### src/design/oled_init.mem
// SSD1331 power-up command bytes in hex, one per line, sent in order with dc low.
// Column 1 is the byte. The remark after it names the command.
AE  // Display off.
A0  // Remap and color depth.
72
A1  // Display start line.
00
A2  // Display offset.
00
A8  // Multiplex ratio, 64 rows.
3F
AD  // Master configuration.
8E
B0  // Power save mode.
0B
B1  // Phase 1 and 2 periods.
31
87  // Master current.
06
AF  // Display on.

### src/design/mouse_oled_pkg.sv
`default_nettype none

package mouse_oled_pkg;

  // Widths with a meaning of their own.
  typedef logic [7:0]  byte_t;
  typedef logic [6:0]  cursor_x_t;
  typedef logic [5:0]  cursor_y_t;
  typedef logic [15:0] pixel_t;
  typedef logic [2:0]  buttons_t;  // Bit 0 is left, bit 1 right, bit 2 middle.

  // Panel geometry and power-up sequence.
  localparam int OLED_WIDTH        = 96;
  localparam int OLED_HEIGHT       = 64;
  localparam int INIT_LENGTH       = 18;  // Must match the byte count of oled_init.mem.
  localparam int OLED_RESET_CYCLES = 64;

  localparam int OLED_RESET_WIDTH = $clog2(OLED_RESET_CYCLES);
  localparam int INIT_INDEX_WIDTH = $clog2(INIT_LENGTH + 1);

  // Mouse protocol bytes.
  localparam byte_t CMD_ENABLE_REPORTING = 8'hF4;
  localparam byte_t RESP_ACK             = 8'hFA;

  // PS/2 line timing in system clocks.
  localparam int PS2_INHIBIT_CYCLES = 2500;
  localparam int PS2_TIMEOUT_CYCLES = 5000;
  localparam int PS2_TIMER_WIDTH    = $clog2(PS2_TIMEOUT_CYCLES);

  // Crosshair colors in RGB565.
  localparam pixel_t COLOR_LINE       = 16'hFFFF;
  localparam pixel_t COLOR_BACKGROUND = 16'h0000;

endpackage

`default_nettype wire
### src/design/ps2_byte_if.sv
`timescale 1ns/1ns
`default_nettype none

// Byte transport between the PS/2 line controller and the mouse decoder.
// Both directions use a four-phase req/ack handshake.
interface ps2_byte_if;

  logic                  rx_req;   // Received byte is waiting.
  logic                  rx_ack;
  mouse_oled_pkg::byte_t rx_byte;
  logic                  tx_req;   // Host wants a command byte sent.
  logic                  tx_ack;   // Device acknowledged the command.
  mouse_oled_pkg::byte_t tx_byte;

  modport line (
    output rx_req,
    output rx_byte,
    output tx_ack,
    input  rx_ack,
    input  tx_req,
    input  tx_byte
  );

  modport host (
    output rx_ack,
    output tx_req,
    output tx_byte,
    input  rx_req,
    input  rx_byte,
    input  tx_ack
  );

endinterface

`default_nettype wire

### src/design/mouse_oled_top.sv
`timescale 1ns/1ns
`default_nettype none

// PS/2 mouse drives a crosshair on a 96x64 SPI OLED.
module mouse_oled_top (
  input  wire                        clk,
  input  wire                        arst_n,
  input  wire                        ps2_clk_in,
  input  wire                        ps2_dat_in,
  output wire                        ps2_clk_drive_low,  // High pulls the line low.
  output wire                        ps2_dat_drive_low,
  output wire                        oled_csn,
  output wire                        oled_clk,
  output wire                        oled_mosi,
  output wire                        oled_dc,
  output wire                        oled_resn,
  output mouse_oled_pkg::buttons_t   buttons,
  output mouse_oled_pkg::cursor_x_t  cursor_x,
  output mouse_oled_pkg::cursor_y_t  cursor_y
);

  ps2_byte_if link ();

  ps2_line_ctrl u_line (
    .clk               (clk),
    .arst_n            (arst_n),
    .ps2_clk_in        (ps2_clk_in),
    .ps2_dat_in        (ps2_dat_in),
    .ps2_clk_drive_low (ps2_clk_drive_low),
    .ps2_dat_drive_low (ps2_dat_drive_low),
    .link              (link.line)
  );

  mouse_packet_decoder u_decoder (
    .clk      (clk),
    .arst_n   (arst_n),
    .link     (link.host),
    .buttons  (buttons),
    .cursor_x (cursor_x),
    .cursor_y (cursor_y)
  );

  // The streamer reads the cursor straight from the decoder outputs.
  oled_frame_streamer u_streamer (
    .clk       (clk),
    .arst_n    (arst_n),
    .cursor_x  (cursor_x),
    .cursor_y  (cursor_y),
    .oled_csn  (oled_csn),
    .oled_clk  (oled_clk),
    .oled_mosi (oled_mosi),
    .oled_dc   (oled_dc),
    .oled_resn (oled_resn)
  );

endmodule

`default_nettype wire

### src/design/oled_frame_streamer.sv
`timescale 1ns/1ns
`default_nettype none

module oled_frame_streamer (
  input  wire                        clk,
  input  wire                        arst_n,
  input  mouse_oled_pkg::cursor_x_t  cursor_x,
  input  mouse_oled_pkg::cursor_y_t  cursor_y,
  output logic                       oled_csn,
  output logic                       oled_clk,
  output logic                       oled_mosi,
  output logic                       oled_dc,
  output logic                       oled_resn
);

  typedef enum logic [1:0] {
    ST_RESET_PULSE,
    ST_INIT,
    ST_PIXELS
  } state_t;

  state_t                                      state;
  mouse_oled_pkg::byte_t                       init_rom [mouse_oled_pkg::INIT_LENGTH];
  logic [mouse_oled_pkg::OLED_RESET_WIDTH-1:0] reset_cnt;
  logic [mouse_oled_pkg::INIT_INDEX_WIDTH-1:0] init_idx;   // Next ROM byte to load.
  logic [3:0]                                  phase;      // Clock within the current byte.
  mouse_oled_pkg::byte_t                       cur_byte;
  logic                                        high_half;  // Next pixel byte is the high one.
  mouse_oled_pkg::cursor_x_t                   col;
  mouse_oled_pkg::cursor_y_t                   row;
  mouse_oled_pkg::cursor_x_t                   cx_q;
  mouse_oled_pkg::cursor_y_t                   cy_q;
  mouse_oled_pkg::cursor_x_t                   pix_cx;
  mouse_oled_pkg::cursor_y_t                   pix_cy;
  logic                                        frame_start;
  mouse_oled_pkg::pixel_t                      color;

  initial $readmemh("/design/src/design/oled_init.mem", init_rom);

  // The first byte of a frame sees the live cursor, which is latched at the same time.
  assign frame_start = (col == '0) && (row == '0) && high_half;
  assign pix_cx      = frame_start ? cursor_x : cx_q;
  assign pix_cy      = frame_start ? cursor_y : cy_q;
  assign color       = (col == pix_cx || row == pix_cy) ? mouse_oled_pkg::COLOR_LINE
                                                        : mouse_oled_pkg::COLOR_BACKGROUND;

  // Each bit spans two clocks with the SPI clock high in the second.
  assign oled_clk  = (state != ST_RESET_PULSE) && phase[0];
  assign oled_mosi = cur_byte[3'd7 - phase[3:1]];

  always_ff @(posedge clk or negedge arst_n)
  begin
    if (!arst_n)
    begin
      state     <= ST_RESET_PULSE;
      reset_cnt <= '0;
      init_idx  <= '0;
      phase     <= '0;
      cur_byte  <= '0;
      high_half <= 1'b1;
      col       <= '0;
      row       <= '0;
      cx_q      <= '0;
      cy_q      <= '0;
      oled_csn  <= 1'b1;
      oled_dc   <= 1'b0;
      oled_resn <= 1'b0;
    end
    else if (state == ST_RESET_PULSE)
    begin
      reset_cnt <= reset_cnt + 1'b1;
      if (reset_cnt == mouse_oled_pkg::OLED_RESET_CYCLES - 1)
      begin
        oled_resn <= 1'b1;
        oled_csn  <= 1'b0;
        cur_byte  <= init_rom[0];
        init_idx  <= 1'b1;
        state     <= ST_INIT;
      end
    end
    else
    begin
      phase <= phase + 1'b1;
      if (phase == 4'd15)
      begin
        if (state == ST_INIT && init_idx != mouse_oled_pkg::INIT_LENGTH)
        begin
          cur_byte <= init_rom[init_idx];
          init_idx <= init_idx + 1'b1;
        end
        else
        begin
          state     <= ST_PIXELS;
          oled_dc   <= 1'b1;
          cur_byte  <= high_half ? color[15:8] : color[7:0];
          high_half <= ~high_half;
          if (frame_start)
          begin
            cx_q <= cursor_x;
            cy_q <= cursor_y;
          end
          // Advance after the low byte of each pixel.
          if (!high_half)
          begin
            if (col == mouse_oled_pkg::OLED_WIDTH - 1)
            begin
              col <= '0;
              if (row == mouse_oled_pkg::OLED_HEIGHT - 1)
                row <= '0;
              else
                row <= row + 1'b1;
            end
            else
              col <= col + 1'b1;
          end
        end
      end
    end
  end

  // The panel latches dc with the last bit, so it may only move at a byte boundary.
  dc_steady: assert property (@(posedge clk) disable iff (!arst_n)
    phase != 4'd0 |-> $stable(oled_dc));

endmodule

`default_nettype wire

### src/design/mouse_packet_decoder.sv
`timescale 1ns/1ns
`default_nettype none

module mouse_packet_decoder (
  input  wire                               clk,
  input  wire                               arst_n,
  ps2_byte_if.host                          link,
  output mouse_oled_pkg::buttons_t          buttons,
  output mouse_oled_pkg::cursor_x_t         cursor_x,
  output mouse_oled_pkg::cursor_y_t         cursor_y
);

  typedef enum logic [1:0] {
    ST_COMMAND,
    ST_COMMAND_ACK,
    ST_WAIT_RESPONSE,
    ST_PACKET
  } state_t;

  state_t                state;
  logic [1:0]            byte_idx;
  mouse_oled_pkg::byte_t pkt0;       // Flags and sign bits.
  mouse_oled_pkg::byte_t pkt1;       // Low eight bits of dx.
  logic                  byte_valid;
  logic [8:0]            dx;
  logic [8:0]            dy;
  logic [8:0]            sum_x;
  logic [8:0]            sum_y;

  // The byte is taken in the one cycle where request and ack overlap.
  assign byte_valid   = link.rx_req && link.rx_ack;
  assign link.tx_byte = mouse_oled_pkg::CMD_ENABLE_REPORTING;

  // Nine-bit two's complement moves. The third byte is used as it arrives.
  assign dx    = {pkt0[4], pkt1};
  assign dy    = {pkt0[5], link.rx_byte};
  assign sum_x = {2'b00, cursor_x} + dx;
  assign sum_y = {3'b000, cursor_y} - dy;  // Screen rows grow downward.

  always_ff @(posedge clk or negedge arst_n)
  begin
    if (!arst_n)
    begin
      state       <= ST_COMMAND;
      byte_idx    <= '0;
      pkt0        <= '0;
      pkt1        <= '0;
      link.rx_ack <= 1'b0;
      link.tx_req <= 1'b0;
      buttons     <= '0;
      cursor_x    <= '0;
      cursor_y    <= '0;
    end
    else
    begin
      link.rx_ack <= link.rx_req;

      case (state)
        ST_COMMAND:
        begin
          link.tx_req <= 1'b1;
          state       <= ST_COMMAND_ACK;
        end

        ST_COMMAND_ACK:
        begin
          if (link.tx_ack)
          begin
            link.tx_req <= 1'b0;
            state       <= ST_WAIT_RESPONSE;
          end
        end

        ST_WAIT_RESPONSE:
        begin
          if (byte_valid && link.rx_byte == mouse_oled_pkg::RESP_ACK)
          begin
            state    <= ST_PACKET;
            byte_idx <= '0;
          end
        end

        ST_PACKET:
        begin
          if (byte_valid)
          begin
            case (byte_idx)
              2'd0:
              begin
                // Bit 3 is always set in a first byte. Anything else is skipped.
                if (link.rx_byte[3])
                begin
                  pkt0     <= link.rx_byte;
                  byte_idx <= 2'd1;
                end
              end
              2'd1:
              begin
                pkt1     <= link.rx_byte;
                byte_idx <= 2'd2;
              end
              default:
              begin
                buttons  <= pkt0[2:0];
                byte_idx <= 2'd0;
                if (!pkt0[6] && !pkt0[7])  // An overflowed move is meaningless.
                begin
                  cursor_x <= sum_x[6:0];
                  cursor_y <= sum_y[5:0];
                end
              end
            endcase
          end
        end

        default:
          state <= ST_COMMAND;
      endcase
    end
  end

  // The line side may not lose a command that it has not acknowledged.
  tx_held: assert property (@(posedge clk) disable iff (!arst_n)
    link.tx_req && !link.tx_ack |=> link.tx_req);

endmodule

`default_nettype wire

### src/design/ps2_line_ctrl.sv
`timescale 1ns/1ns
`default_nettype none

module ps2_line_ctrl (
  input  wire         clk,
  input  wire         arst_n,
  input  wire         ps2_clk_in,
  input  wire         ps2_dat_in,
  output logic        ps2_clk_drive_low,
  output logic        ps2_dat_drive_low,
  ps2_byte_if.line    link
);

  typedef enum logic [2:0] {
    ST_IDLE,
    ST_RECEIVE,
    ST_INHIBIT,
    ST_REQUEST,
    ST_SEND,
    ST_WAIT_ACK
  } state_t;

  state_t                                     state;
  logic [1:0]                                 clk_sync;
  logic [1:0]                                 dat_sync;
  logic                                       clk_prev;
  logic                                       fall_q;     // One clock after a clock fall.
  logic [3:0]                                 bit_cnt;
  logic                                       parity;
  mouse_oled_pkg::byte_t                      rx_shift;
  logic [8:0]                                 tx_bits;    // Data with odd parity on top.
  logic [mouse_oled_pkg::PS2_TIMER_WIDTH-1:0] timer;
  logic                                       dat_s;

  assign dat_s = dat_sync[1];

  // Both lines idle high, so the synchronizers come out of reset at one.
  always_ff @(posedge clk or negedge arst_n)
  begin
    if (!arst_n)
    begin
      clk_sync <= 2'b11;
      dat_sync <= 2'b11;
      clk_prev <= 1'b1;
      fall_q   <= 1'b0;
    end
    else
    begin
      clk_sync <= {clk_sync[0], ps2_clk_in};
      dat_sync <= {dat_sync[0], ps2_dat_in};
      clk_prev <= clk_sync[1];
      fall_q   <= clk_prev & ~clk_sync[1];
    end
  end

  always_ff @(posedge clk or negedge arst_n)
  begin
    if (!arst_n)
    begin
      state             <= ST_IDLE;
      bit_cnt           <= '0;
      parity            <= 1'b0;
      rx_shift          <= '0;
      tx_bits           <= '0;
      timer             <= '0;
      link.rx_req       <= 1'b0;
      link.rx_byte      <= '0;
      link.tx_ack       <= 1'b0;
      ps2_clk_drive_low <= 1'b0;
      ps2_dat_drive_low <= 1'b0;
    end
    else
    begin
      if (link.rx_req && link.rx_ack)
        link.rx_req <= 1'b0;
      if (link.tx_ack && !link.tx_req)
        link.tx_ack <= 1'b0;

      // Any device clock edge restarts the idle timer, except while we hold the clock.
      if (state == ST_IDLE || (fall_q && state != ST_INHIBIT))
        timer <= '0;
      else
        timer <= timer + 1'b1;

      if (state != ST_IDLE && state != ST_INHIBIT &&
          timer == mouse_oled_pkg::PS2_TIMEOUT_CYCLES - 1)
      begin
        // A stalled frame is abandoned and both lines are released.
        state             <= ST_IDLE;
        ps2_clk_drive_low <= 1'b0;
        ps2_dat_drive_low <= 1'b0;
      end
      else
      begin
        case (state)
          ST_IDLE:
          begin
            if (fall_q && !dat_s)
            begin
              state   <= ST_RECEIVE;  // Start bit seen.
              bit_cnt <= '0;
              parity  <= 1'b0;
            end
            else if (link.tx_req && !link.tx_ack)
            begin
              state             <= ST_INHIBIT;
              tx_bits           <= {~^link.tx_byte, link.tx_byte};
              ps2_clk_drive_low <= 1'b1;
            end
          end

          ST_RECEIVE:
          begin
            if (fall_q)
            begin
              bit_cnt <= bit_cnt + 1'b1;
              if (bit_cnt < 4'd8)
                rx_shift <= {dat_s, rx_shift[7:1]};  // LSB arrives first.
              if (bit_cnt <= 4'd8)
                parity <= parity ^ dat_s;
              else
              begin
                // Stop bit. Keep the byte only if it is well framed and the slot is free.
                state <= ST_IDLE;
                if (dat_s && parity && !link.rx_req && !link.rx_ack)
                begin
                  link.rx_req  <= 1'b1;
                  link.rx_byte <= rx_shift;
                end
              end
            end
          end

          ST_INHIBIT:
          begin
            if (timer == mouse_oled_pkg::PS2_INHIBIT_CYCLES - 1)
            begin
              ps2_clk_drive_low <= 1'b0;
              ps2_dat_drive_low <= 1'b1;  // Data low is the request-to-send start bit.
              timer             <= '0;
              state             <= ST_REQUEST;
            end
          end

          ST_REQUEST:
          begin
            if (fall_q)
            begin
              ps2_dat_drive_low <= ~tx_bits[0];
              bit_cnt           <= 4'd1;
              state             <= ST_SEND;
            end
          end

          ST_SEND:
          begin
            if (fall_q)
            begin
              if (bit_cnt == 4'd9)
              begin
                ps2_dat_drive_low <= 1'b0;  // Released line is the stop bit.
                state             <= ST_WAIT_ACK;
              end
              else
              begin
                ps2_dat_drive_low <= ~tx_bits[bit_cnt];
                bit_cnt           <= bit_cnt + 1'b1;
              end
            end
          end

          ST_WAIT_ACK:
          begin
            // Without the ack the request is still open and the byte goes out again.
            if (fall_q)
            begin
              state <= ST_IDLE;
              if (!dat_s)
                link.tx_ack <= 1'b1;
            end
          end

          default:
            state <= ST_IDLE;
        endcase
      end
    end
  end

  // The decoder must see every byte before it is withdrawn.
  rx_held: assert property (@(posedge clk) disable iff (!arst_n)
    link.rx_req && !link.rx_ack |=> link.rx_req);

endmodule

`default_nettype wire

### config.mk
export PLATFORM = sky130hd
export DESIGN_NAME = mouse_oled_top
export DESIGN_NICKNAME = d
export VERILOG_FILES = /design/src/design/mouse_oled_pkg.sv /design/src/design/ps2_byte_if.sv /design/src/design/mouse_oled_top.sv /design/src/design/oled_frame_streamer.sv /design/src/design/mouse_packet_decoder.sv /design/src/design/ps2_line_ctrl.sv
export SDC_FILE = /design/constraint.sdc
export NUM_CORES = 1
export LEC_CHECK = 0
export BUFFER_PORTS_ARGS = -buffer_cell sky130_fd_sc_hd__buf_2
export CAP_MARGIN = 20
export CORE_ASPECT_RATIO = 1.4
export CORE_MARGIN = 5
export CORE_UTILIZATION = 27
export DETAILED_ROUTE_END_ITERATION = 10
export GPL_TIMING_DRIVEN = 0
export SYNTH_ARGS = -nofsm -noshare
export SYNTH_HDL_FRONTEND = slang
export SYNTH_SLANG_ARGS = --single-unit
### constraint.sdc
create_clock -name clk -period 2.8 [get_ports clk]
set_input_delay 0.56 -clock clk [delete_from_list [all_inputs] [get_ports clk]]
set_output_delay 0.56 -clock clk [all_outputs]
set_load 0.01 [all_outputs]
==> flow_summary.toml <==
[run_status]
outcome = "finished, final reports clean"

[worst_setup_path]
r2r_cells = 7
path_cells = "inv_1 -> ha_1 -> nor4b_1 -> nand3_1 -> nor2_2 -> buf_2 -> mux2_2"
path_class = "reg2reg"
critPathMaxStageDelay_ns = 0.45
required_ns = 3.09
critPathArrivalTime_ns = 2.84
r2r_slack_ns = 0.26
setup.worst_path.start_class = "register"
cp-endpoint = "u_streamer.cy_q[1]$_DFFE_PN0P_"
critPathLaunch = "u_streamer.col[0]$_DFFE_PN0P_"
crit_path_end_kind = "register"
cp_max_fo = 10
r2r_start = "u_streamer.col[0]$_DFFE_PN0P_"
slowest_stage = "dfrtp_1"
timing.rr.end = "u_streamer.cy_q[1]$_DFFE_PN0P_"

[synthesis]
ys_seq_area_share_pct = 49.4
synth_simple_gate_area_share_pct = 16.7
synth_compound_area_share_pct = 12.1
syn_avg_cell_area_um2 = 10.6
ys_ff_latch = 130
synthMuxAreaShare_pct = 7.51
synth_ff_type = "dfrtp_1"
synth_cells = 625
synth_xor_xnor_area_share_pct = 5.04
synth_adder_area_share_pct = 5.92
ys_top_cells_by_area = "dfrtp_1 (47%), mux2_2 (7.5%), ha_1 (5.3%)"
synth_top_family_by_area = "simple AND/OR/NAND/NOR gates"
yosysTopAreaCell = "dfrtp_1"
synth_edf_count = 0
async_flop_share_pct = 100
yosysTopAreaCellShare_pct = 46.7
synth_cell_types = 65
synthesis.area_um2 = 6600
syn_nets = 659
ys.warnings.count = 0

[route]
num_vias = 4734
wl_met2_mm = 7.07
maxUsedRoutingLayer = "met4"
wl_mm = 13.6
routed-wl-met3_um = 443
avgRoutedWirePerCell_um = 13.7
drt_first_pass_iters = 7
m1WireLength_mm = 5.81
drc = 0
avgViaCountPerCell = 4.76
detail-route-antenna-nets = 0
first_iter_violations = 174

[layout]
multi_input_area_um2 = 3120
drive_above_1_share_pct = 17.7
diodes = 0
area_growth_pct = 16.6
register_area_um2 = 3260
instances_no_fill = 994
fin_nets = 705
nFillCells = 2461

[power_and_ir_drop]
total_power_uw = 3960
switching_share_pct = 20.7
ir_worst_vdd_uv = 369
p_int_uw = 3140
power.density_nw_per_um2 = 515
netSwitchingPower_uw = 818
p_leak_uw = 0.00342
pwr-share-seq_pct = 47.8
pwr-share-clk_pct = 51.0
p_comb_share_pct = 1.2

[die]
fp.dieW_um = 142
core_area_um2 = 24100
die_area_um2 = 27700
die_h_um = 195
start_util_pct = 27.4
fp-row-count = 67
io_pins = 27

[cts]
clockBufferDepth = 2
clock_latency_ns = 0.42
htree_levels = 4
cts_hold_buf = 0
cts.sink_count = 130
cts-root-buf = "clkbuf_16"
post_cts_buffers = 0
cts_tree = "built"
cts-buffers-inserted = 17
clk_pin_slew_ns = 0.06
post_cts_resized = 0

[timing]
final_max_slew_viol_count = 0
hold_viol_final = 0
fin_crit_sh_pct = 90.9
setup_viol = 0
tightest_slew_ns = 0.738
max_slew_margin_pct = 50.4
fin_skew_ns = 0.00986
fmaxAchievable_mhz = 393
rsz0062_at_grt = "no"
fin_tns_setup_ns = 0
layout_min_cycle_time_ns = 2.54

[global_route]
grt_overflow = 0
track_usage_pct = 10.3
antenna_found_initial = 0
grt_start_max_net_pins = 69
grt_pass1_wl_mm = 23.4
grt_pass1_vias = 4746

[placement]
dp_cells = 962
dp_hpwl_mm = 9.79
place.gp.congestion = 0.800
port_buffers = 26

[min_path]
hold_class = "in2async"

[run]
drv_cap = 0
[cell families (layout without fill, tap and decap cells)]
logic type | count (synthesis) | count (layout)
AND/OR/NAND/NOR | 205 | 205
flip-flops | 130 | 130
buffers and inverters | 57 | 116
XOR/XNOR | 38 | 38
multiplexers | 44 | 44
adder cells (fa/ha/maj) | 30 | 30
AO/OA/AOI/OAI | 121 | 121
[worst min-delay path by stage]
stage / from / endpoint / cells after the start
floorplan: arst_n / u_decoder.buttons[0]$_DFFE_PN0P_ / 0
global placement: u_line.dat_sync[0]$_DFF_PN1_ / u_line.dat_sync[1]$_DFF_PN1_ / 0
detailed placement: u_line.dat_sync[0]$_DFF_PN1_ / u_line.dat_sync[1]$_DFF_PN1_ / 0
CTS: arst_n / u_streamer.phase[0]$_DFFE_PN0N_ / 1
global route: arst_n / u_streamer.phase[2]$_DFFE_PN0N_ / 1
finish: arst_n / u_streamer.phase[2]$_DFFE_PN0N_ / 1
[area by class of cell]
type,count,area share (%)
tap,310,5.04
clock buffer,27,6.67
timing repair buffer,27,2.13
buffer,19,1.01
clock inverter,5,0.358
multi-input combinational,438,40.5
inverter,38,1.85
sequential,130,42.4
[stage by stage]
stage	utilization [%]	hold WS, ns	instance area [um2]	setup WS (ns)
6_report	32.0	0.124	7690	0.255
2_1_floorplan	-	0.264	6600	0.652
3_5_place_dp	29.7	0.349	7150	0.295
5_1_grt	32.0	0.162	7690	0.0389
3_3_place_gp	29.6	0.346	7120	-0.647
4_1_cts	32.0	0.138	7690	0.270
[synth_stat cells (all sizes together), types with 11 or more instances]
cell    instances
a21oi          16
nor2b          11
nor3           13
inv            38
nand3          25
o21ai          40
clkbuf         14
nand2          57
mux2           44
ha             28
dfrtp         123
xor2           17
xnor2          21
nor2           35
[cell usage in the layout (no fill, tap or decap), types with 5 or more instances in the layout]
| master | n |
|---|---|
| nor3_1 | 13 |
| mux2_2 | 44 |
| and3_1 | 7 |
| dfrtp_1 | 123 |
| o21ai_0 | 39 |
| xor2_1 | 17 |
| o31ai_1 | 10 |
| nand2b_1 | 10 |
| nor2_1 | 33 |
| clkbuf_16 | 17 |
| ha_1 | 28 |
| nand2_1 | 57 |
| nand4_1 | 7 |
| clkbuf_1 | 19 |
| or3_1 | 6 |
| buf_2 | 30 |
| a21oi_1 | 16 |
| nand3_1 | 25 |
| o211ai_1 | 5 |
| o21a_1 | 5 |
| dfstp_2 | 7 |
| inv_1 | 38 |
| clkbuf_8 | 5 |
| nor2b_1 | 11 |
| nand3b_1 | 5 |
| xnor2_1 | 21 |
[flip-flops by register name, indices dropped and copies added (netlist names), 3 cells and up]
name	cells
u_decoder.buttons	3
u_decoder.cursor_x	7
u_decoder.cursor_y	6
u_decoder.pkt0	5
u_decoder.pkt1	7
u_line.bit_cnt	4
u_line.link.rx_byte	8
u_line.rx_shift	8
u_line.state	3
u_line.timer	13
u_streamer.col	7
u_streamer.cx_q	7
u_streamer.cy_q	6
u_streamer.init_idx	5
u_streamer.phase	4
u_streamer.reset_cnt	6
u_streamer.row	6
[metal layers]
layer	track usage, %	vias up
met5	0	-
met4	4.23	0
met3	2.63	19
met2	18.0	77
met1	11.8	2323
li1	-	2315
[power groups by stage]
| stage | logic [uW] | clock network [uW] | registers (uW) |
|---|---|---|---|
| after floorplan | 3.97 | 0 | 1920 |
| after global placement | 46.0 | 0 | 1920 |
| after detailed placement | 52.0 | 0 | 1920 |
| after CTS | 52.1 | 2090 | 1890 |
| after global routing | 58.3 | 2160 | 1890 |
| final | 48.1 | 2020 | 1890 |
[worst max-delay path, delay by kind of cell, from the launching register on]
| family | cells | cell delay, ns |
|---|---|---|
| fa+ha+maj | 1 | 0.15 |
| buf+inv | 2 | 0.47 |
| flops | 1 | 0.45 |
| mux | 1 | 0.36 |
| simple gates | 3 | 0.99 |
(Power assumes the default switching activity.)
